==> src/source/cache_pkg.sv <==
package cache_pkg;

	// -------------------------------------------------------------------
	// Address geometry
	// -------------------------------------------------------------------

	// Word address seen by the CPU
	localparam int ADDR_W = 28;

	localparam int DATA_W = 32;         // One CPU word
	localparam int WORDS_PER_LINE = 8;
	localparam int LINE_W = DATA_W * WORDS_PER_LINE;

	// Address = {tag, index, offset}
	localparam int OFFSET_W = 3;
	localparam int INDEX_W = 10;
	localparam int TAG_W = ADDR_W - INDEX_W - OFFSET_W;  // 15

	// -------------------------------------------------------------------
	// Cache organisation
	// -------------------------------------------------------------------

	localparam int NUM_SETS = 1 << INDEX_W;
	localparam int NUM_WAYS = 2;        // One LRU bit per set, so two ways only

	// IO window
	localparam int IO_SEL_BIT = 27;     // Set means bypass the cache
	localparam int IO_REGS = 4;

	// -------------------------------------------------------------------
	// Types
	// -------------------------------------------------------------------

	typedef logic [DATA_W-1:0] word_t;
	typedef logic [LINE_W-1:0] line_t;

	// Controller states
	typedef enum logic [2:0] {
		IDLE,
		COMPARE_TAG,    // Hit check, ready on hit
		WRITE_BACK,     // Dirty victim out to memory
		ALLOCATE,       // Line fill request
		ALLOCATE_WAIT,  // Let the filled line settle
		FLUSH           // Walk every set
	} cache_state_t;

endpackage

==> src/source/io_regs.sv <==
`timescale 1ns/10ps

module io_regs
	import cache_pkg::*;
(
	input  logic              clk,
	input  logic              rst_n,
	input  logic [ADDR_W-1:0] io_addr,
	input  word_t             io_wr,
	input  logic              io_rw,
	input  logic              io_valid,
	output word_t             io_rd,
	output logic              io_ready
);

	word_t regs [IO_REGS];
	logic [$clog2(IO_REGS)-1:0] sel;
	logic valid_q;
	logic start;

	assign sel = io_addr[$clog2(IO_REGS)-1:0];   // Low bits pick the register
	assign start = io_valid & ~valid_q;          // First cycle of a request

	// -------------------------------------------------------------------
	// Register bank and ready pulse
	// -------------------------------------------------------------------

	always_ff @(posedge clk or negedge rst_n) begin
		if (!rst_n) begin
			valid_q <= 1'b0;
			io_ready <= 1'b0;
			for (int i = 0; i < IO_REGS; i++)
				regs[i] <= '0;
		end else begin
			valid_q <= io_valid;
			io_ready <= start;
			if (start && io_rw)
				regs[sel] <= io_wr;
		end
	end

	// Address is held until ready, so a plain mux suffices
	assign io_rd = regs[sel];

endmodule

==> config.mk <==
export PLATFORM = sky130hd
export DESIGN_NAME = io_regs
export DESIGN_NICKNAME = d
export VERILOG_FILES = /design/src/source/cache_pkg.sv /design/src/source/io_regs.sv
export SDC_FILE = /design/constraint.sdc
export NUM_CORES = 1
export LEC_CHECK = 0
export BUFFER_PORTS_ARGS = -buffer_cell sky130_fd_sc_hd__clkbuf_2
export CAP_MARGIN = 15
export CORE_UTILIZATION = 25
export CTS_CLUSTER_DIAMETER = 50
export DETAILED_ROUTE_END_ITERATION = 8
export GPL_TIMING_DRIVEN = 0
export PLACE_DENSITY_LB_ADDON = 0.2
export SYNTH_ARGS = -nofsm -noshare
export SYNTH_HDL_FRONTEND = slang
export SYNTH_SLANG_ARGS = --single-unit
==> constraint.sdc <==
create_clock -name clk -period 2.9 [get_ports clk]
set_clock_uncertainty 0.05 [all_clocks]
set_input_delay 0.87 -clock clk [delete_from_list [all_inputs] [get_ports clk]]
set_output_delay 0.87 -clock clk [all_outputs]
set_load 0.02 [all_outputs]
==> impl_metrics.env, run 1 <==
export IMPL_status="complete, but fails checks"
export IMPL_cts_made_buffers=17
export IMPL_core_region_area_um2=22030
export IMPL_fp_dieArea_um2=23280
export IMPL_place_gp_congestion=0.6816
export IMPL_power_density_nw_per_um2=816.2
export IMPL_crit_fanout=10
export IMPL_violations="design-rule violations"
export IMPL_synth_edf_count=0
export IMPL_ys_warn_count=0
export IMPL_grt_pass1_wl_um=20610
export IMPL_synth_ff_type="dfrtp_1"
export IMPL_cts_path_max_buffers=2
export IMPL_fin_tns_setup_ns=0
export IMPL_dr_wl_met3_um=736
export IMPL_post_route_drc_count=6
export IMPL_grt_util_all_layers_pct=11.89
export IMPL_ys_types=15
export IMPL_endpoint_kind="primary output"
export IMPL_numPortBuffers=68
export IMPL_grt_max_degree=92
export IMPL_hpwl_um=8435
export IMPL_routed_top_layer="met4"
export IMPL_yosysTopAreaCell="dfrtp_1"
export IMPL_cp_required_ns=1.98
export IMPL_pre_cts_slack_ns=-0.3951
export IMPL_cellLeakagePower_uw=0.003098
export IMPL_area_growth_pct=24.45
export IMPL_num_antenna_cells=0
export IMPL_met1Wirelength_um=5591
export IMPL_insertion_delay_ns=0.41
export IMPL_final_hold_viol_count=0
export IMPL_layout_drive_gt1_share_pct=66.27
export IMPL_wl_met2_um=6213
export IMPL_drt_total_wl_um=12680
export IMPL_finalCritPeriodShare_pct=99.09
export IMPL_ys_top_cells_by_count="130 x dfrtp_1, 121 x mux2_2, 32 x mux4_2"
export IMPL_start_util_pct=25.74
export IMPL_fillers=2185
export IMPL_routedWlPerCell_um=18.16
export IMPL_h_tree_depth=4
export IMPL_clock_sinks=130
export IMPL_max_freq_mhz=348.0
export IMPL_critPathLaunchType="input pin"
export IMPL_synthArstFlopShare_pct=100.0
export IMPL_final_nets=471
export IMPL_grt_pass1_vias=3493
export IMPL_clk_pin_slew_ns=0.05
export IMPL_ios=97
export IMPL_root_buffer="clkbuf_16"
export IMPL_rsz0062_at_grt="true"
export IMPL_syn_area_per_cell_um2=17.77
export IMPL_setup_violations=0
export IMPL_drtIter0Drc=100
export IMPL_vdd_drop_max_v=0.0003768
export IMPL_worstPathArrival_ns=1.95
export IMPL_die_height_um=152.6
export IMPL_rows=54
export IMPL_antenna_found_initial=0
export IMPL_syn_inst=319
export IMPL_yosys_register_bits=130
export IMPL_worst_pin_slew_ns=0.4732
export IMPL_slew_headroom_pct=68.45
export IMPL_synth_top_area_share_pct=57.38
export IMPL_die_x_um=152.6
export IMPL_rrSetupSlack_ns=1.13
export IMPL_viasPerCell=4.428
export IMPL_drv_slew=0
export IMPL_fin_crit_ns=2.874
export IMPL_min_path_type="input pin to async pin"
export IMPL_setup_slack_ns=0.02627
export IMPL_synthesis_area_um2=5669
export IMPL_ant_nets=0
export IMPL_critical_path_class="input pin to primary output"
export IMPL_tritoncts="built"
export IMPL_synth_seq_area_share_pct=57.38
export IMPL_synth_most_common_cell="dfrtp_1"
export IMPL_grt_overflow=0
export IMPL_first_pass_iters=6
export IMPL_syn_num_nets=383
export IMPL_cap_violations=0
export IMPL_synthTopCellsByArea="dfrtp_1 57%, mux2_2 24%, mux4_2 13%"
export IMPL_num_vias=3091
==> state kept, by name, indices dropped and copies added (netlist names) <==
register and cells:
io_ready 1, valid_q 1, regs 128
==> area by class of cell <==
cell class	instances	area (um^2)	area share, %
sequential	130	3253	46.11
multi-input combinational	168	2253	31.94
clock buffer	21	470.5	6.668
timing repair buffer	69	376.6	5.338
tap	280	350.3	4.965
buffer	21	196.4	2.784
clock inverter	9	155.1	2.199
==> cells by family (layout without fill, tap and decap cells) <==
group / Yosys count / in the layout / synth area share (%)
DFF: 130 / 130 / 57.38
and+or+nand+nor: 8 / 8 / 1.611
buffers and inverters: 21 / 120 / 2.869
muxes: 160 / 160 / 38.14
==> metrics by stage <==
step / hold slack, ns / cell area (um^2) / util, % / instances / power, uW
6_report: 0.3308 / 7056 / 32.03 / 698 / 5758
4_1_cts: 0.3276 / 7056 / 32.03 / 698 / 5857
3_3_place_gp: 0.4130 / 6360 / 28.87 / 667 / 3477
5_1_grt: 0.3431 / 7056 / 32.03 / 698 / 6047
2_1_floorplan: 0.4024 / 5669 / - / 319 / 3172
3_5_place_dp: 0.4275 / 6396 / 29.04 / 668 / 3548
==> placed cells by master (no fill, tap or decap), types with 2 or more instances in the layout <==
| cell | Yosys | final |
|---|---|---|
| dfrtp_1 | 130 | 130 |
| buf_6 | 7 | 9 |
| clkbuf_2 | 0 | 67 |
| bufinv_16 | 0 | 4 |
| nor3b_4 | 2 | 2 |
| mux2_2 | 121 | 121 |
| clkbuf_16 | 0 | 17 |
| buf_4 | 7 | 8 |
| mux2_1 | 7 | 7 |
| mux4_2 | 32 | 32 |
| clkinvlp_4 | 0 | 4 |
| clkbuf_8 | 0 | 4 |
| clkbuf_4 | 0 | 2 |
==> metal layers <==
metal,GRT usage (%),vias to the layer above
met1,14.90,1644
met5,0,-
met2,18.87,59
met4,4.329,0
li1,-,1376
met3,4.238,12
==> final timing paths <==
path | start | end | depth (start not counted)
worst max-delay path | io_addr[0] | io_rd[22] | 4
worst min-delay path | rst_n | regs[53] | 1
worst max register to register | valid_q | regs[69] | 4
worst min register to register | regs[71] | regs[71] | 1
max in group asynchronous | rst_n | regs[100] | 2
min in group clk | regs[71] | regs[71] | 1
==> what timing repair did <==
item | CTS | global route
setup buffers | 0 | 0
hold buffers | 0 | 0
gates resized for setup | 13 | 1
setup endpoints to repair | 30 | 20
==> worst max-delay path, stage by stage <==
cell	delay [ns]
buf_6	0.14
buf_6	0.21
mux4_2	0.54
clkbuf_2	0.18
==> where the power goes <==
part / internal (uW) / switching (uW)
clock: 1500 / 767
sequential: 2230 / 196
combinational: 599 / 469
Power figures use the tool's default switching activity.
==> inputs of run 2 (changes only) <==
==> constraint.sdc (replaced) <==
create_clock -name clk -period 2.5 [get_ports clk]
set_clock_uncertainty 0.05 [all_clocks]
set_input_delay 0.75 -clock clk [delete_from_list [all_inputs] [get_ports clk]]
set_output_delay 0.75 -clock clk [all_outputs]
set_load 0.02 [all_outputs]
==> run 2 against run 1 <==
  * The run ends with design-rule violations, negative setup slack left
  * Worst setup slack worse by 0.057 ns
  * Largest cell class unchanged
  * Cell count up 0.72%
  * Wire length up 2.0%
  * Critical endpoint is now io_rd[5]
==> impl_metrics.env, run 2 (synthesis results as in run 1) <==
export IMPL_worst_pin_slew_ns=0.4777
export IMPL_max_freq_mhz=395.1
export IMPL_numPortBuffers=68
export IMPL_slowest_stage="mux4_2"
export IMPL_largest_register="regs"
export IMPL_finalCritPeriodShare_pct=101.2
export IMPL_ant_nets=0
export IMPL_h_tree_depth=4
export IMPL_cts_path_max_buffers=2
export IMPL_antenna_found_initial=0
export IMPL_cellLeakagePower_uw=0.003226
export IMPL_critPathLaunchType="input pin"
export IMPL_power_density_nw_per_um2=932.1
export IMPL_vdd_drop_max_v=0.0004356
export IMPL_seq_power_share_pct=40.9
export IMPL_place_gp_congestion=0.6816
export IMPL_num_vias=3106
export IMPL_layout_drive_gt1_share_pct=66.67
export IMPL_power_total_uw=6893
export IMPL_clock_sinks=130
export IMPL_routedWlPerCell_um=18.40
export IMPL_status="complete, but fails checks"
export IMPL_clk_pin_slew_ns=0.05
export IMPL_crit_chain="buf_16 > buf_12 > mux4_2 > buf_8"
export IMPL_timing_critical_path_buf_inv=3
export IMPL_grt_pass1_vias=3498
export IMPL_postCtsHoldBufs=0
export IMPL_rows=54
export IMPL_viasPerCell=4.418
export IMPL_fin_crit_ns=2.531
export IMPL_insertion_delay_ns=0.41
export IMPL_most_common_layout_cells="130 x dfrtp_1, 121 x mux2_2, 37 x clkbuf_2"
export IMPL_grt_max_degree=92
export IMPL_grt_overflow=0
export IMPL_grt_util_all_layers_pct=11.96
export IMPL_drt_total_wl_um=12930
export IMPL_final_nets=476
export IMPL_crit_fanout=8
export IMPL_min_path_type="input pin to async pin"
export IMPL_hpwl_um=8435
export IMPL_switchingPower_uw=1698
export IMPL_critical_path_max_stage_delay_ns=0.54
export IMPL_power_internal_uw=5195
export IMPL_cts_made_buffers=17
export IMPL_drv_slew=0
export IMPL_endpoint_kind="primary output"
export IMPL_p_comb_share_pct=21.0
export IMPL_slew_headroom_pct=68.15
export IMPL_ios=97
export IMPL_layout_commonest_cell="dfrtp_1"
export IMPL_worstPathArrival_ns=1.73
export IMPL_area_growth_pct=30.46
export IMPL_num_antenna_cells=0
export IMPL_violations="design-rule violations, negative setup slack"
export IMPL_reg_largest_list="regs (128), io_ready (1), valid_q (1)"
export IMPL_critPathTopFamily="multiplexers"
export IMPL_final_hold_viol_count=0
export IMPL_cp_required_ns=1.70
export IMPL_cap_violations=0
export IMPL_setup_violations=19
export IMPL_tritoncts="built"
export IMPL_start_util_pct=25.74
export IMPL_largest_reg_flops=128
export IMPL_die_height_um=152.6
export IMPL_grt_pass1_wl_um=20710
export IMPL_sw_frac_of_total_pct=24.63
export IMPL_power_frac_clock_pct=38.1
export IMPL_rsz0062_at_grt="true"
export IMPL_core_region_area_um2=22030
export IMPL_post_route_drc_count=6
export IMPL_first_pass_iters=6
export IMPL_holdWs_ns=0.2107
export IMPL_critical_path_class="input pin to primary output"
export IMPL_drtIter0Drc=84
export IMPL_fp_dieArea_um2=23280
export IMPL_die_x_um=152.6
export IMPL_setup_slack_ns=-0.03074
export IMPL_fillers=2140
export IMPL_root_buffer="clkbuf_16"
[run 2: changes by cell type in the layout (fill, tap and decap cells not counted), sizes merged]
cell    before  now
clkbuf      91   64
buf         20   52
[run 2: layer usage]
| metal | wire, um | track usage [%] | share of wire, % |
|---|---|---|---|
| met1 | 5626 | 14.86 | 44 |
| met2 | 6462 | 19.16 | 50 |
| met3 | 703 | 4.238 | 5.4 |
| met4 | 139 | 4.329 | 1.1 |
| met5 | 0 | 0 | 0 |
[run 2: path summary, 6_finish.rpt]
path / startpoint / endpoint / slack [ns] / cells after the start
max: io_addr[0] / io_rd[5] / -0.03 / 4
min: rst_n / regs[53] / 0.21 / 1
max reg2reg: valid_q / regs[69] / 0.74 / 4
min reg2reg: regs[71] / regs[71] / 0.44 / 1
max in group asynchronous: rst_n / regs[100] / 1.41 / 2
min in group clk: regs[71] / regs[71] / 0.44 / 1
[run 2: worst register-to-register path: stages, from the launching register on]
cell      delay (ns)
dfrtp_1         0.41
nand3b_4        0.19
nor3b_4         0.38
buf_6           0.24
mux2_2          0.36
[run 2: cell type report]
| class | instances | area, um^2 | share of cell area (%) |
|---|---|---|---|
| buffer | 21 | 267.8 | 3.620 |
| tap | 280 | 350.3 | 4.737 |
| sequential | 130 | 3253 | 43.99 |
| clock inverter | 9 | 155.1 | 2.098 |
| timing repair buffer | 74 | 645.6 | 8.729 |
| clock buffer | 21 | 470.5 | 6.361 |
| multi-input combinational | 168 | 2253 | 30.47 |
[run 2: through the flow]
| step | setup TNS (ns) | worst slack (ns) | area (um^2) | utilization (%) | cells |
|---|---|---|---|---|---|
| 6_report | -0.1900 | -0.03074 | 7396 | 33.58 | 703 |
| 5_1_grt | -0.9394 | -0.05465 | 7396 | 33.58 | 703 |
| 4_1_cts | -0.6487 | -0.05690 | 7187 | 32.63 | 701 |
| 3_5_place_dp | -14.66 | -0.5551 | 6396 | 29.04 | 668 |
| 3_3_place_gp | -201.60 | -1.449 | 6360 | 28.87 | 667 |
| 2_1_floorplan | -2.086 | -0.06955 | 5669 | - | 319 |
[run 2: power by group through the flow]
stage                     clock network (uW)  logic (uW)  registers, uW
after floorplan                            0         912           2770
after global placement                     0        1220           2810
after detailed placement                   0        1260           2850
after CTS                               2700        1310           2820
after global routing                    2790        1550           2880
final                                   2630        1450           2820
[run 2: repair_timing]
action	in CTS	in global routing
pin swaps	0	0
gates cloned	1	2
buffers inserted	2	0
endpoints found under the setup margin	30	25
gates resized for setup	31	83
==> inputs of run 3 (changes only) <==
--- a/config.mk
+++ b/config.mk
@@ -8,10 +8,10 @@
 export BUFFER_PORTS_ARGS = -buffer_cell sky130_fd_sc_hd__clkbuf_2
 export CAP_MARGIN = 15
 export CORE_UTILIZATION = 25
-export CTS_CLUSTER_DIAMETER = 50
 export DETAILED_ROUTE_END_ITERATION = 8
 export GPL_TIMING_DRIVEN = 0
-export PLACE_DENSITY_LB_ADDON = 0.2
+export PLACE_DENSITY_LB_ADDON = 0.05
+export SLEW_MARGIN = 20
 export SYNTH_ARGS = -nofsm -noshare
 export SYNTH_HDL_FRONTEND = slang
 export SYNTH_SLANG_ARGS = --single-unit
==> run 3 against run 2 <==
  * The run still ends with design-rule violations, negative setup slack left
  * Cell count grew 0.14%
  * Core utilization is essentially flat
  * Non-clock buffer count is the same
  * Critical endpoint is now io_rd[21]
  * Global-route usage grew 1.0 points
  * Clock-buffer cell count grew 1
==> impl_metrics.env, run 3 (synthesis results as in run 1) <==
export IMPL_status="complete, but fails checks"
export IMPL_violations="design-rule violations, negative setup slack"
export IMPL_place_gp_congestion=0.6887
export IMPL_grt_overflow=0
export IMPL_antenna_found_initial=1
export IMPL_critPathTopFamily="multiplexers"
export IMPL_grt_max_degree=86
export IMPL_slowest_stage="mux4_2"
export IMPL_slew_headroom_pct=69.11
export IMPL_setup_slack_ns=-0.02173
export IMPL_h_tree_depth=4
export IMPL_max_freq_mhz=396.6
export IMPL_critical_path_max_stage_delay_ns=0.54
export IMPL_die_height_um=152.6
export IMPL_clock_sinks=130
export IMPL_power_density_nw_per_um2=920.7
export IMPL_layout_drive_gt1_share_pct=66.51
export IMPL_largest_register="regs"
export IMPL_fin_crit_ns=2.522
export IMPL_routedWlPerCell_um=19.44
export IMPL_first_pass_iters=8
export IMPL_viasPerCell=4.524
export IMPL_clk_pin_slew_ns=0.06
export IMPL_core_region_area_um2=22030
export IMPL_cts_path_max_buffers=2
export IMPL_die_x_um=152.6
export IMPL_num_antenna_cells=0
export IMPL_start_util_pct=25.74
export IMPL_largest_reg_flops=128
export IMPL_finalCritPeriodShare_pct=100.9
export IMPL_ant_nets=0
export IMPL_cp_required_ns=1.70
export IMPL_setup_violations=5
export IMPL_critPathLaunchType="input pin"
export IMPL_insertion_delay_ns=0.40
export IMPL_fin_tns_setup_ns=-0.04006
export IMPL_grt_util_all_layers_pct=13.00
export IMPL_final_hold_viol_count=0
export IMPL_layout_commonest_cell="dfrtp_1"
export IMPL_hpwl_um=8475
export IMPL_numPortBuffers=68
export IMPL_post_route_drc_count=3
export IMPL_endpoint_kind="primary output"
export IMPL_min_path_type="input pin to async pin"
export IMPL_num_vias=3185
export IMPL_cellLeakagePower_uw=0.003238
export IMPL_critical_path_class="input pin to primary output"
export IMPL_cts_made_buffers=17
export IMPL_fp_dieArea_um2=23280
export IMPL_reg_largest_list="regs (128), io_ready (1), valid_q (1)"
export IMPL_drv_slew=0
export IMPL_timing_critical_path_buf_inv=3
export IMPL_grt_pass1_wl_um=22180
export IMPL_drt_total_wl_um=13680
export IMPL_vdd_drop_max_v=0.0003415
export IMPL_cap_violations=0
export IMPL_drtIter0Drc=132
export IMPL_worst_pin_slew_ns=0.4633
export IMPL_grt_pass1_vias=3603
export IMPL_rsz0062_at_grt="true"
export IMPL_final_nets=476
export IMPL_rows=54
export IMPL_tritoncts="built"
export IMPL_fin_area_um2=7403
export IMPL_area_growth_pct=30.59
export IMPL_crit_fanout=5
export IMPL_ios=97
export IMPL_most_common_layout_cells="130 x dfrtp_1, 121 x mux2_2, 42 x clkbuf_2"
export IMPL_root_buffer="clkbuf_16"
export IMPL_dpl_cell_area_um2=6396
export IMPL_crit_chain="buf_16 > buf_12 > mux4_2 > buf_6"
export IMPL_worstPathArrival_ns=1.72
==> run 3: cell types whose count changed in the layout (fill, tap and decap cells not counted), sizes merged <==
cell	before	now
bufinv	4	3
clkinvlp	4	1
clkinv	1	5
clkbuf	64	68
buf	52	49
==> run 3: final timing paths <==
check	startpoint	to	slack [ns]	cells past startpoint
setup / recovery	io_addr[0]	io_rd[21]	-0.02	4
hold / removal	rst_n	regs[7]	0.22	1
setup reg to reg	valid_q	regs[70]	0.74	4
hold reg to reg	regs[33]	regs[33]	0.44	1
max in group asynchronous	rst_n	regs[85]	1.40	2
min in group clk	regs[33]	regs[33]	0.44	1
==> run 3: through the flow <==
stage	util (%)	std cells	hold slack, ns	total power [uW]	setup WS (ns)
2_1_floorplan	-	319	0.4024	3680	-0.06955
3_3_place_gp	28.87	667	0.4173	4054	-1.647
3_5_place_dp	29.04	668	0.4258	4110	-0.5949
4_1_cts	33.04	704	0.2185	6817	-0.04079
5_1_grt	33.61	704	0.2324	7199	-0.04464
6_report	33.61	704	0.2179	6816	-0.02173
==> run 3: cell type report <==
class,count,area [um^2]
Tap cell,280,350.3
Multi-Input combinational cell,168,2253
Fill cell,2126,14620
Sequential cell,130,3253
Clock inverter,9,130.1
Clock buffer,22,474.2
Timing Repair Buffer,74,685.7
Buffer,21,256.5
==> run 3: where the power goes <==
part | internal (uW) | switching, uW
Clock | 1640 | 904
Combinational | 882 | 576
Sequential | 2590 | 227
==> run 3: routing by layer <==
metal / vias up / track usage [%] / wire, um / share of wire (%)
li1: 1391 / - / - / -
met1: 1731 / 16.68 / 6267 / 46
met2: 52 / 20.88 / 6728 / 49
met3: 11 / 4.096 / 531 / 3.9
met4: 0 / 4.040 / 155 / 1.1
met5: - / 0 / 0 / 0
==> run 3: timing repair <==
item / 4_1_cts / 5_1_grt
pin swaps: 0 / 0
buffers inserted: 1 / 0
cloned: 4 / 0
gates resized for setup: 40 / 64
hold buffers: 0 / 0
setup endpoints to repair: 30 / 25
